===== src/axi_ahb_pkg.sv =====
package axi_ahb_pkg;

   // ******************************************************************
   // Bus widths
   // ******************************************************************
   localparam int unsigned addr_width = 32;
   localparam int unsigned data_width = 64;
   localparam int unsigned strb_width = 8;   // One strobe per byte lane
   localparam int unsigned id_width   = 4;

   // AXI response codes
   localparam logic [1:0] resp_okay   = 2'b00;
   localparam logic [1:0] resp_slverr = 2'b10;

   // AHB transfer types, only two are ever issued
   localparam logic [1:0] htrans_idle   = 2'b00;
   localparam logic [1:0] htrans_nonseq = 2'b10;

   typedef enum logic [1:0] {
      PHASE_IDLE = 2'd0,
      PHASE_CMD  = 2'd1,   // Address phase on AHB
      PHASE_DATA = 2'd2,   // Waiting for hready
      PHASE_DONE = 2'd3    // Response held on B or R
   } ahb_phase_t;

   // ******************************************************************
   // Controller state, top bit is the direction
   // ******************************************************************
   typedef enum logic [2:0] {
      IDLE    = 3'b000,
      CMD_RD  = 3'b001,
      DATA_RD = 3'b010,
      DONE_RD = 3'b011,
      CMD_WR  = 3'b101,
      DATA_WR = 3'b110,
      DONE_WR = 3'b111
   } ahb_state_e;

   typedef struct packed {
      logic       write;
      ahb_phase_t phase;
   } ahb_state_fields_t;

   typedef union packed {
      ahb_state_e        name;
      ahb_state_fields_t f;
   } ahb_state_u;

endpackage

===== src/axi_ahb_bridge.sv =====
`timescale 1ns/1ps

module axi_ahb_bridge (
   input  logic                                bus_clk,
   input  logic                                rst,
   // AXI write address
   input  logic                                axi_awvalid,
   output logic                                axi_awready,
   input  logic [axi_ahb_pkg::id_width-1:0]    axi_awid,
   input  logic [axi_ahb_pkg::addr_width-1:0]  axi_awaddr,
   input  logic [2:0]                          axi_awsize,
   // AXI write data
   input  logic                                axi_wvalid,
   output logic                                axi_wready,
   input  logic [axi_ahb_pkg::data_width-1:0]  axi_wdata,
   input  logic [axi_ahb_pkg::strb_width-1:0]  axi_wstrb,
   input  logic                                axi_wlast,
   // AXI write response
   output logic                                axi_bvalid,
   input  logic                                axi_bready,
   output logic [axi_ahb_pkg::id_width-1:0]    axi_bid,
   output logic [1:0]                          axi_bresp,
   // AXI read address
   input  logic                                axi_arvalid,
   output logic                                axi_arready,
   input  logic [axi_ahb_pkg::id_width-1:0]    axi_arid,
   input  logic [axi_ahb_pkg::addr_width-1:0]  axi_araddr,
   input  logic [2:0]                          axi_arsize,
   // AXI read data
   output logic                                axi_rvalid,
   input  logic                                axi_rready,
   output logic [axi_ahb_pkg::id_width-1:0]    axi_rid,
   output logic [axi_ahb_pkg::data_width-1:0]  axi_rdata,
   output logic [1:0]                          axi_rresp,
   output logic                                axi_rlast,
   // AHB-Lite master
   output logic [axi_ahb_pkg::addr_width-1:0]  ahb_haddr,
   output logic [2:0]                          ahb_hsize,
   output logic [1:0]                          ahb_htrans,
   output logic                                ahb_hwrite,
   output logic [axi_ahb_pkg::data_width-1:0]  ahb_hwdata,
   input  logic [axi_ahb_pkg::data_width-1:0]  ahb_hrdata,
   input  logic                                ahb_hready,
   input  logic                                ahb_hresp
);

   // Capture to buffer
   logic                                cmd_valid;
   logic                                cmd_ready;
   logic                                cmd_write;
   logic [axi_ahb_pkg::id_width-1:0]    cmd_id;
   logic [axi_ahb_pkg::addr_width-1:0]  cmd_addr;
   logic [2:0]                          cmd_size;
   logic [axi_ahb_pkg::strb_width-1:0]  cmd_strb;
   logic [axi_ahb_pkg::data_width-1:0]  cmd_wdata;

   // Buffer to AHB master
   logic                                buf_valid;
   logic                                buf_write;
   logic [axi_ahb_pkg::id_width-1:0]    buf_id;
   logic [axi_ahb_pkg::addr_width-1:0]  buf_addr;
   logic [2:0]                          buf_size;
   logic                                buf_aligned;
   logic [axi_ahb_pkg::strb_width-1:0]  buf_strb;
   logic [axi_ahb_pkg::data_width-1:0]  buf_wdata;
   logic                                buf_release;

   axi_write_capture i_capture (.*);

   cmd_buffer i_cmd_buffer (.*);

   ahb_master i_ahb_master (.*);

endmodule


===== src/ahb_master.sv =====
`timescale 1ns/1ps

module ahb_master (
   input  logic                                bus_clk,
   input  logic                                rst,
   // Buffer entry
   input  logic                                buf_valid,
   input  logic                                buf_write,
   input  logic [axi_ahb_pkg::id_width-1:0]    buf_id,
   input  logic [axi_ahb_pkg::addr_width-1:0]  buf_addr,
   input  logic [2:0]                          buf_size,
   input  logic                                buf_aligned,
   input  logic [axi_ahb_pkg::strb_width-1:0]  buf_strb,
   input  logic [axi_ahb_pkg::data_width-1:0]  buf_wdata,
   output logic                                buf_release,
   // AHB-Lite
   output logic [axi_ahb_pkg::addr_width-1:0]  ahb_haddr,
   output logic [2:0]                          ahb_hsize,
   output logic [1:0]                          ahb_htrans,
   output logic                                ahb_hwrite,
   output logic [axi_ahb_pkg::data_width-1:0]  ahb_hwdata,
   input  logic [axi_ahb_pkg::data_width-1:0]  ahb_hrdata,
   input  logic                                ahb_hready,
   input  logic                                ahb_hresp,
   // Write response
   output logic                                axi_bvalid,
   input  logic                                axi_bready,
   output logic [axi_ahb_pkg::id_width-1:0]    axi_bid,
   output logic [1:0]                          axi_bresp,
   // Read response
   output logic                                axi_rvalid,
   input  logic                                axi_rready,
   output logic [axi_ahb_pkg::id_width-1:0]    axi_rid,
   output logic [axi_ahb_pkg::data_width-1:0]  axi_rdata,
   output logic [1:0]                          axi_rresp,
   output logic                                axi_rlast
);

   axi_ahb_pkg::ahb_state_u             state_q;
   axi_ahb_pkg::ahb_state_u             state_d;
   logic [2:0]                          ptr_q;       // Current byte lane
   logic [2:0]                          ptr_d;
   logic [3:0]                          first_hit;   // {found, lane}
   logic [3:0]                          next_hit;
   logic                                more_bytes;
   logic                                data_end;
   logic                                resp_fire;
   logic                                err_q;
   logic [axi_ahb_pkg::data_width-1:0]  rdata_q;
   logic [axi_ahb_pkg::addr_width-1:0]  last_addr_q; // Last accepted write address

   // Lowest set strobe at or above start
   function automatic logic [3:0] find_strb(input logic [axi_ahb_pkg::strb_width-1:0] strb,
                                            input logic [3:0] start);
      logic [3:0] res;
      res = 4'd0;
      for (int j = axi_ahb_pkg::strb_width - 1; j >= 0; j--) begin
         if (strb[j] && (4'(j) >= start))
            res = {1'b1, 3'(j)};
      end
      return res;
   endfunction

   assign first_hit  = find_strb(buf_strb, 4'd0);
   assign next_hit   = find_strb(buf_strb, {1'b0, ptr_q} + 4'd1);
   assign more_bytes = state_q.f.write & ~buf_aligned & next_hit[3] & ~ahb_hresp;
   assign data_end   = (state_q.f.phase == axi_ahb_pkg::PHASE_DATA) & ahb_hready;
   assign resp_fire  = (axi_bvalid & axi_bready) | (axi_rvalid & axi_rready);

   // ******************************************************************
   // Transfer FSM
   // ******************************************************************
   always_comb begin
      state_d     = state_q;
      ptr_d       = ptr_q;
      buf_release = 1'b0;
      case (state_q.f.phase)
         axi_ahb_pkg::PHASE_IDLE: begin
            if (buf_valid) begin
               state_d.name = buf_write ? axi_ahb_pkg::CMD_WR : axi_ahb_pkg::CMD_RD;
               ptr_d = (buf_write & ~buf_aligned) ? first_hit[2:0] : buf_addr[2:0];
            end
         end
         axi_ahb_pkg::PHASE_CMD:
            state_d.f.phase = axi_ahb_pkg::PHASE_DATA;   // Single address cycle
         axi_ahb_pkg::PHASE_DATA: begin
            if (ahb_hready) begin
               if (more_bytes) begin
                  state_d.f.phase = axi_ahb_pkg::PHASE_CMD;   // Next byte of the split
                  ptr_d = next_hit[2:0];
               end else begin
                  state_d.f.phase = axi_ahb_pkg::PHASE_DONE;
               end
            end
         end
         axi_ahb_pkg::PHASE_DONE: begin
            if (resp_fire) begin
               state_d.name = axi_ahb_pkg::IDLE;
               buf_release  = 1'b1;
            end
         end
      endcase
   end

   always_ff @(posedge bus_clk) begin
      if (rst) begin
         state_q.name <= axi_ahb_pkg::IDLE;
         err_q        <= 1'b0;
      end else begin
         state_q <= state_d;
         if ((state_q.f.phase == axi_ahb_pkg::PHASE_IDLE) && buf_valid)
            err_q <= 1'b0;
         else if (data_end && ahb_hresp)
            err_q <= 1'b1;
      end
   end

   always_ff @(posedge bus_clk) begin
      ptr_q <= ptr_d;
      if (data_end && !state_q.f.write)
         rdata_q <= ahb_hrdata;
      if ((ahb_htrans == axi_ahb_pkg::htrans_nonseq) && ahb_hready && ahb_hwrite)
         last_addr_q <= ahb_haddr;
   end

   // AHB drive, address phase only while in CMD
   assign ahb_haddr  = {buf_addr[axi_ahb_pkg::addr_width-1:3], ptr_q};
   assign ahb_hsize  = buf_aligned ? buf_size : 3'd0;    // Split writes go bytewise
   assign ahb_htrans = (state_q.f.phase == axi_ahb_pkg::PHASE_CMD) ?
                       axi_ahb_pkg::htrans_nonseq : axi_ahb_pkg::htrans_idle;
   assign ahb_hwrite = state_q.f.write;
   assign ahb_hwdata = buf_wdata;

   // Responses held in DONE
   assign axi_bvalid = (state_q.f.phase == axi_ahb_pkg::PHASE_DONE) & state_q.f.write;
   assign axi_bid    = buf_id;
   assign axi_bresp  = err_q ? axi_ahb_pkg::resp_slverr : axi_ahb_pkg::resp_okay;
   assign axi_rvalid = (state_q.f.phase == axi_ahb_pkg::PHASE_DONE) & ~state_q.f.write;
   assign axi_rid    = buf_id;
   assign axi_rdata  = err_q ? {2{last_addr_q}} : rdata_q;
   assign axi_rresp  = err_q ? axi_ahb_pkg::resp_slverr : axi_ahb_pkg::resp_okay;
   assign axi_rlast  = 1'b1;

   a_addr_aligned: assert property (@(posedge bus_clk) disable iff (rst)
      (ahb_htrans == axi_ahb_pkg::htrans_nonseq) |->
         ((ahb_haddr[2:0] & ~(3'h7 << ahb_hsize)) == 3'h0))
      else $error("Misaligned AHB transfer haddr=%h hsize=%0d", ahb_haddr, ahb_hsize);

   a_two_cycle_err: assert property (@(posedge bus_clk) disable iff (rst)
      (ahb_hready & ahb_hresp) |-> $past(~ahb_hready & ahb_hresp))
      else $error("AHB error completed without a first error cycle");

endmodule


===== src/cmd_buffer.sv =====
`timescale 1ns/1ps

module cmd_buffer (
   input  logic                                bus_clk,
   input  logic                                rst,
   // Command in
   input  logic                                cmd_valid,
   output logic                                cmd_ready,
   input  logic                                cmd_write,
   input  logic [axi_ahb_pkg::id_width-1:0]    cmd_id,
   input  logic [axi_ahb_pkg::addr_width-1:0]  cmd_addr,
   input  logic [2:0]                          cmd_size,
   input  logic [axi_ahb_pkg::strb_width-1:0]  cmd_strb,
   input  logic [axi_ahb_pkg::data_width-1:0]  cmd_wdata,
   // Entry out to the AHB master
   output logic                                buf_valid,
   output logic                                buf_write,
   output logic [axi_ahb_pkg::id_width-1:0]    buf_id,
   output logic [axi_ahb_pkg::addr_width-1:0]  buf_addr,
   output logic [2:0]                          buf_size,
   output logic                                buf_aligned,
   output logic [axi_ahb_pkg::strb_width-1:0]  buf_strb,
   output logic [axi_ahb_pkg::data_width-1:0]  buf_wdata,
   input  logic                                buf_release
);

   logic        full;
   logic        load;
   logic        blk_hit;       // Strobes form one naturally aligned block
   logic [2:0]  blk_size;
   logic [2:0]  blk_off;       // Lowest set strobe
   logic        dw_write;
   logic        aligned_in;
   logic        rewrite;

   assign cmd_ready = ~full;
   assign load      = cmd_valid & cmd_ready;
   assign buf_valid = full;

   // ******************************************************************
   // Strobe pattern decode
   // ******************************************************************
   always_comb begin
      blk_hit  = 1'b1;
      blk_size = 3'd0;
      blk_off  = 3'd0;
      case (cmd_strb)
         8'hff:                      blk_size = 3'd3;
         8'h0f, 8'hf0:               blk_size = 3'd2;
         8'h03, 8'h0c, 8'h30, 8'hc0: blk_size = 3'd1;
         default:                    blk_hit  = 1'b0;
      endcase
      for (int j = axi_ahb_pkg::strb_width - 1; j >= 0; j--) begin
         if (cmd_strb[j])
            blk_off = 3'(j);
      end
   end

   // Reads and sub-doubleword writes go out as given
   assign dw_write   = cmd_write & (cmd_size == 3'd3);
   assign aligned_in = ~dw_write | blk_hit;
   assign rewrite    = dw_write & blk_hit;

   always_ff @(posedge bus_clk) begin
      if (rst)
         full <= 1'b0;
      else if (load)
         full <= 1'b1;
      else if (buf_release)
         full <= 1'b0;
   end

   always_ff @(posedge bus_clk) begin
      if (load) begin
         buf_write   <= cmd_write;
         buf_id      <= cmd_id;
         buf_addr    <= {cmd_addr[axi_ahb_pkg::addr_width-1:3],
                         rewrite ? blk_off : cmd_addr[2:0]};
         buf_size    <= rewrite ? blk_size : cmd_size;
         buf_aligned <= aligned_in;
         buf_strb    <= cmd_strb;
         buf_wdata   <= cmd_wdata;
      end
   end

   a_release_full: assert property (@(posedge bus_clk) disable iff (rst)
      buf_release |-> buf_valid)
      else $error("Buffer released while empty");

endmodule


===== src/axi_write_capture.sv =====
`timescale 1ns/1ps

module axi_write_capture (
   input  logic                                bus_clk,
   input  logic                                rst,
   // Write address
   input  logic                                axi_awvalid,
   output logic                                axi_awready,
   input  logic [axi_ahb_pkg::id_width-1:0]    axi_awid,
   input  logic [axi_ahb_pkg::addr_width-1:0]  axi_awaddr,
   input  logic [2:0]                          axi_awsize,
   // Write data
   input  logic                                axi_wvalid,
   output logic                                axi_wready,
   input  logic [axi_ahb_pkg::data_width-1:0]  axi_wdata,
   input  logic [axi_ahb_pkg::strb_width-1:0]  axi_wstrb,
   input  logic                                axi_wlast,
   // Read address
   input  logic                                axi_arvalid,
   output logic                                axi_arready,
   input  logic [axi_ahb_pkg::id_width-1:0]    axi_arid,
   input  logic [axi_ahb_pkg::addr_width-1:0]  axi_araddr,
   input  logic [2:0]                          axi_arsize,
   // Command to the buffer
   output logic                                cmd_valid,
   input  logic                                cmd_ready,
   output logic                                cmd_write,
   output logic [axi_ahb_pkg::id_width-1:0]    cmd_id,
   output logic [axi_ahb_pkg::addr_width-1:0]  cmd_addr,
   output logic [2:0]                          cmd_size,
   output logic [axi_ahb_pkg::strb_width-1:0]  cmd_strb,
   output logic [axi_ahb_pkg::data_width-1:0]  cmd_wdata
);

   logic                                ports_en;   // Opens the readies after reset
   logic                                aw_held;
   logic                                w_held;
   logic [axi_ahb_pkg::id_width-1:0]    aw_id;
   logic [axi_ahb_pkg::addr_width-1:0]  aw_addr;
   logic [2:0]                          aw_size;
   logic [axi_ahb_pkg::data_width-1:0]  w_data;
   logic [axi_ahb_pkg::strb_width-1:0]  w_strb;
   logic                                wr_sel;
   logic                                aw_fire;
   logic                                w_fire;
   logic                                wr_sent;

   assign wr_sel  = aw_held & w_held;           // Both halves present
   assign aw_fire = axi_awvalid & axi_awready;
   assign w_fire  = axi_wvalid & axi_wready;
   assign wr_sent = cmd_valid & cmd_ready & wr_sel;

   assign axi_awready = ports_en & ~aw_held;
   assign axi_wready  = ports_en & ~w_held;
   assign axi_arready = ports_en & ~wr_sel & cmd_ready;   // Writes win

   // Selected command, pending read passes straight through
   assign cmd_valid = wr_sel | (ports_en & axi_arvalid);
   assign cmd_write = wr_sel;
   assign cmd_id    = wr_sel ? aw_id   : axi_arid;
   assign cmd_addr  = wr_sel ? aw_addr : axi_araddr;
   assign cmd_size  = wr_sel ? aw_size : axi_arsize;
   assign cmd_strb  = w_strb;
   assign cmd_wdata = w_data;

   always_ff @(posedge bus_clk) begin
      if (rst) begin
         ports_en <= 1'b0;
         aw_held  <= 1'b0;
         w_held   <= 1'b0;
      end else begin
         ports_en <= 1'b1;
         if (aw_fire)
            aw_held <= 1'b1;
         else if (wr_sent)
            aw_held <= 1'b0;
         if (w_fire)
            w_held <= 1'b1;
         else if (wr_sent)
            w_held <= 1'b0;
      end
   end

   always_ff @(posedge bus_clk) begin
      if (aw_fire) begin
         aw_id   <= axi_awid;
         aw_addr <= axi_awaddr;
         aw_size <= axi_awsize;
      end
      if (w_fire) begin
         w_data <= axi_wdata;
         w_strb <= axi_wstrb;
      end
   end

   a_single_beat: assert property (@(posedge bus_clk) disable iff (rst) w_fire |-> axi_wlast)
      else $error("Write beat accepted without wlast");

endmodule


===== config.mk =====
export PLATFORM = sky130hd
export DESIGN_NAME = axi_ahb_bridge
export DESIGN_NICKNAME = d
export VERILOG_FILES = /design/src/axi_ahb_pkg.sv /design/src/axi_ahb_bridge.sv /design/src/ahb_master.sv /design/src/cmd_buffer.sv /design/src/axi_write_capture.sv
export SDC_FILE = /design/constraint.sdc
export NUM_CORES = 1
export LEC_CHECK = 0
export ABC_AREA = 1
export BUFFER_PORTS_ARGS = -buffer_cell sky130_fd_sc_hd__buf_2
export CAP_MARGIN = 0
export CORE_ASPECT_RATIO = 1.5
export CORE_MARGIN = 3
export CORE_UTILIZATION = 45
export CTS_CLUSTER_DIAMETER = 30
export CTS_CLUSTER_SIZE = 12
export DETAILED_ROUTE_END_ITERATION = 12
export GPL_TIMING_DRIVEN = 0
export PLACE_DENSITY = 0.81
export RECOVER_POWER = 25
export SLEW_MARGIN = 10
export SYNTH_ARGS = -nofsm -noshare
export SYNTH_HDL_FRONTEND = slang
export SYNTH_SLANG_ARGS = --single-unit

===== constraint.sdc =====
create_clock -name bus_clk -period 6.55 [get_ports bus_clk]
set_input_delay 1.31 -clock bus_clk [delete_from_list [all_inputs] [get_ports bus_clk]]
set_output_delay 1.31 -clock bus_clk [all_outputs]
set_load 0.05 [all_outputs]

### Word level (Yosys, flattened, before mapping)

Index checks and enable logic that the tools add are counted.

* bits of input ports: 224
* logic and storage cells: 161
* register bits after elaboration: 331

* reduce and logical (&&, ||, !) cells: 27
* equal/unequal tests: 16
* order comparisons: 8
* add/sub/neg operators: 1
* bitwise gates (word level): 32
* mux-type cells: 55

Operators with widths (count)
* $mux W3: 27
* $mux W64: 1
* $mux W4: 9
* $mux W32: 1
* $eq A8 B8 Y1 const B: 3
* $and A1 B1 Y1: 21
* $eq A8 B4 Y1 const B: 2
* $ge A3 B4 Y1 const A: 4
* $logic_and A1 B1 Y1: 13
* $reduce_bool A2 Y1: 5
* $mux W1: 9
* $eq A8 B2 Y1 const B: 1
* $eq A8 B6 Y1 const B: 1
* $ge A1 B4 Y1 const A: 2
* $ge A2 B4 Y1 const A: 2
* $mux W2: 4
* $not A1 Y1: 8
* $pmux W2 S4: 1
* $reduce_or A7 Y1: 1
* $eq A2 B2 Y1 const B: 3
* $pmux W2 S3: 1
* $pmux W3 S2: 1
* $reduce_and A3 Y1: 2
* $add A3 B1 Y4 const B: 1
* other kinds (11): 16

### Depth between registers and ports, before layout

* depth in word-level cells: 16
* depth in mapped cells: 14
* gate-level depth less buffers: 14

### Hierarchy

From an unflattened synthesis, not the netlist that was laid out.

* cells, all modules: 957
* area total of the unflattened synthesis: 12884.9 um2

By module, submodules not included
* ahb_master: instances 1, cells an instance 517, area an instance 5154.9 um2
* axi_write_capture: instances 1, cells an instance 260, area an instance 3986.3 um2
* cmd_buffer: instances 1, cells an instance 180, area an instance 3743.6 um2

### Worst setup path after synthesis

OpenSTA, ideal clock, no wires.

* kind: input to register
* from: input ahb_hready
* to: register i_ahb_master.rdata_q[0] (netlist bit) (enable)
* buffers on the path: 0
* arrival: 5.694 ns
* data required time: 5.985 ns
* stages on the path: 2
* slack: 0.291 ns
* path through: inv_1 nor3_1

* cells in the longest elaborated chain, start to end: 2

Ends and longest elaborated chain
* start: declaration: line axi_ahb_bridge.sv:43 `input logic ahb_hready,`
* $and A1 B1 Y1: line ahb_master.sv:67 `assign data_end = (state_q.f.phase == axi_ahb_pkg::PHASE_DATA) & ahb_hready;`
* $logic_and A1 B1 Y1: line ahb_master.sv:120 `if (data_end && !state_q.f.write)`
* end signal: assignment: line ahb_master.sv:121 `rdata_q <= ahb_hrdata;`
* end: declaration: line ahb_master.sv:49 `logic [axi_ahb_pkg::data_width-1:0] rdata_q;`

No other way between the ends.
A chain may end at the register's enable or synchronous reset.

### Final worst setup path

* from: register i_ahb_master.err_q
* to: output axi_rdata[28] (netlist bit)

* cells in the longest elaborated chain, start to end: 1

Ends and longest elaborated chain
* start: declaration: line ahb_master.sv:48 `logic err_q;`
* start signal: assignment: line ahb_master.sv:108 `err_q <= 1'b0;`
* start signal: assignment: line ahb_master.sv:112 `err_q <= 1'b0;`
* start signal: assignment: line ahb_master.sv:114 `err_q <= 1'b1;`
* $mux W64: line ahb_master.sv:140 `assign axi_rdata = err_q ? {2{last_addr_q}} : rdata_q;`
* end: declaration: line axi_ahb_bridge.sv:33 `output logic [axi_ahb_pkg::data_width-1:0] axi_rdata,`

No other way between the ends.

==> flow_summary.yaml <==
finish:
  multiInputGateArea_um2: 1826
  area_growth_syn_to_layout_pct: 35.23
  finish.net_count: 1549
  fill_cells: 1977
  drive_gt1_frac: 0.4228
  regArea_um2: 9859
power:
  leakage_nw: 7.108
  vdd_drop_max_uv: 322.1
  powerDensity_nw_per_um2: 373.3
worst_setup_path:
  path_delay_family: "buffers and inverters"
  crit_path_end_kind: "output port"
  crit_slowest_cell: "buf_2"
  crit_chain: "clkbuf_1, inv_1, buf_2, buf_2, nand2_1, nand2_1, buf_2"
  slowest_delay_ps: 370
  worst_setup_path_start_kind: "flip-flop"
  reg2reg_depth: 10
  path_max_fanout: 10
  path_class: "reg -> out"
  cp_common_cell: "buf_2"
  cp.arrival_ps: 2360
  regToRegSetupSlack_ps: 3650
  cp_num_buf_inv: 5
  worstPathRequired_ps: 5240
  crit_cells: 7
place:
  gp_congestion: 0.8633
  portBuffers: 402
  dp_hpwl_mm: 22.99
  place_ws_ps: 2962
route:
  routedWlPerCell_um: 18.52
  drt_first_pass_iters: 5
  vias: 8212
  drc: 0
  ant_nets: 0
  initialDrtViolationCount: 480
  post_drt_via_cell_ratio: 4.805
  routed_wl_mm: 31.66
floorplanning:
  core_area_um2: 26580
  dieHeight_um: 207.6
  ios: 408
  fp-row-count: 73
  die_area_um2: 29140
  die_width_um: 140.4
  start_util: 0.4586
sta:
  hold_violations: 0
  tightest_slew_ps: 901.4
  hold_ws_ps: 412.0
  max_slew_margin: 0.3941
  fmaxAchievable_mhz: 272.6
  drv_slew: 0
  fin_worst_skew_ps: 15.24
  rsz0062_at_grt: "false"
  min_period_over_period: 0.5601
  finalSetupViolations: 0
  min_period_ps: 3668
  fin_ws_ps: 2882
synth:
  synth.distinct_cells: 35
  yosys-top-cells-count: "323 x edfxtp_1, 323 x nand2_1, 39 x buf_4"
  yosys-top-cells-area: "edfxtp_1 80%, nand2_1 9.9%, buf_4 2.4%"
  syn_inst: 853
  synth_edf_count: 323
  ys_warn_count: 0
  netlist.area_leader.share: 0.7956
  seq_area_frac_synth: 0.8088
  syn_avg_cell_area_um2: 14.29
  synth_seq_cells: 331
  async_flop_share: 0
  yosysTopAreaCell: "edfxtp_1"
  synth_top_flop_cell: "edfxtp_1"
  syn_area_um2: 12190
clock_tree:
  cts_buffer_depth: 3
  cts_setup_buffers: 0
  cts-root-buf: "clkbuf_16"
  clk_pin_slew_ps: 50
  cts_tree: "built"
  htreeDepth: 2
  cts_resized: 0
  cts_sinks: 331
  cts_hold_buffers: 0
  clkLatencyLatePin_ps: 550
  cts_made_buffers: 49
global_routing:
  grt_max_degree: 79
  grt-ovfl-total: 0
  grt_pass1_vias: 8639
  antenna_found_initial: 18
  grt_pass1_wl_mm: 47.30
  grt.total_usage: 0.2100
job:
  drv_cap: 0
hold_path:
  whs_path_depth: 0
  hold_path_class: "reg -> reg"
status:
  status: "complete, no violations"
==> cells by family after synthesis <==
kind of cell / share of synthesized area
fa+ha+maj: 0.004106
flops: 0.8088
compound gates: 0.02032
simple gates: 0.1232
other cells: 0.0006161
buf+inv: 0.04301
==> worst reg2reg max path: stages (launching register included) <==
cell     delay, ps
dfxtp_1        470
inv_1          120
nor2_4         190
inv_2           90
nor3_2         390
buf_4          300
buf_4          240
buf_6          190
buf_4          230
buf_6          190
buf_4          200
==> layer usage <==
metal	wire (um)	vias to the layer above	global-route usage
met5	62	-	0
met4	1522	10	0.1130
met3	2476	112	0.06269
met2	16800	404	0.3725
met1	10800	3826	0.2211
li1	-	3860	-
==> power breakdown <==
group / switching, mW / total [mW] / internal, mW
Combinational: 0.748 / 0.998 / 0.250
Sequential: 0.0687 / 2.57 / 2.50
Clock: 0.983 / 2.59 / 1.60
Total: 1.80 / 6.15 / 4.36
==> path summary, 6_finish.rpt <==
path                                                            from                              endpoint
worst max register to register  i_ahb_master.state_q[1]$_SDFFE_PP0P_    i_ahb_master.rdata_q[19]$_DFFE_PP_
worst min-delay path               i_capture.cmd_wdata[43]$_DFFE_PP_  i_cmd_buffer.buf_wdata[43]$_DFFE_PP_
worst min register to register     i_capture.cmd_wdata[43]$_DFFE_PP_  i_cmd_buffer.buf_wdata[43]$_DFFE_PP_
worst max-delay path                 i_ahb_master.err_q$_SDFFE_PP0P_                         axi_rdata[28]
==> stage by stage <==
step                      utilization  power (mW)  cells  TNS (ps)  area (um^2)
after floorplan                     -       3.307    855         0        12200
after global routing           0.6202       6.366   1709         0        16480
final                          0.6202       6.154   1709         0        16480
after global placement         0.5505       3.570   1594   -110350        14630
after detailed placement       0.5570       3.601   1607         0        14810
after CTS                      0.6191       6.191   1697         0        16450
==> sequential cells by signal (all words and copies together), names as in the netlist, 8 cells and up <==
| register | count |
|---|---|
| i_ahb_master.rdata_q | 64 |
| i_capture.cmd_wdata | 64 |
| i_cmd_buffer.buf_wdata | 64 |
| i_ahb_master.last_addr_q | 32 |
| i_capture.aw_addr | 32 |
| i_cmd_buffer.buf_addr | 32 |
| i_capture.cmd_strb | 8 |
| i_cmd_buffer.buf_strb | 8 |
==> placed cells by master (no fill, tap or decap), types with 11 or more instances in the layout <==
cell type  netlist  layout
a21oi_1         18      18
buf_2            8     411
buf_4           39      46
clkbuf_1         8      12
clkbuf_16        0      49
diode_2          0      12
edfxtp_1       323     323
inv_1           34      31
inv_6            0      11
nand2_1        323     323
nor2_1          19      19
==> final cells by class <==
type	count	area share
Clock buffer	53	0.07529
Timing Repair Buffer	415	0.1315
Buffer	58	0.02269
Inverter	40	0.009564
Clock inverter	37	0.02474
Tap cell	337	0.02558
Sequential cell	331	0.5981
Multi-Input combinational cell	426	0.1107
Antenna cell	12	0.001822
Power figures use the tool's default switching activity.
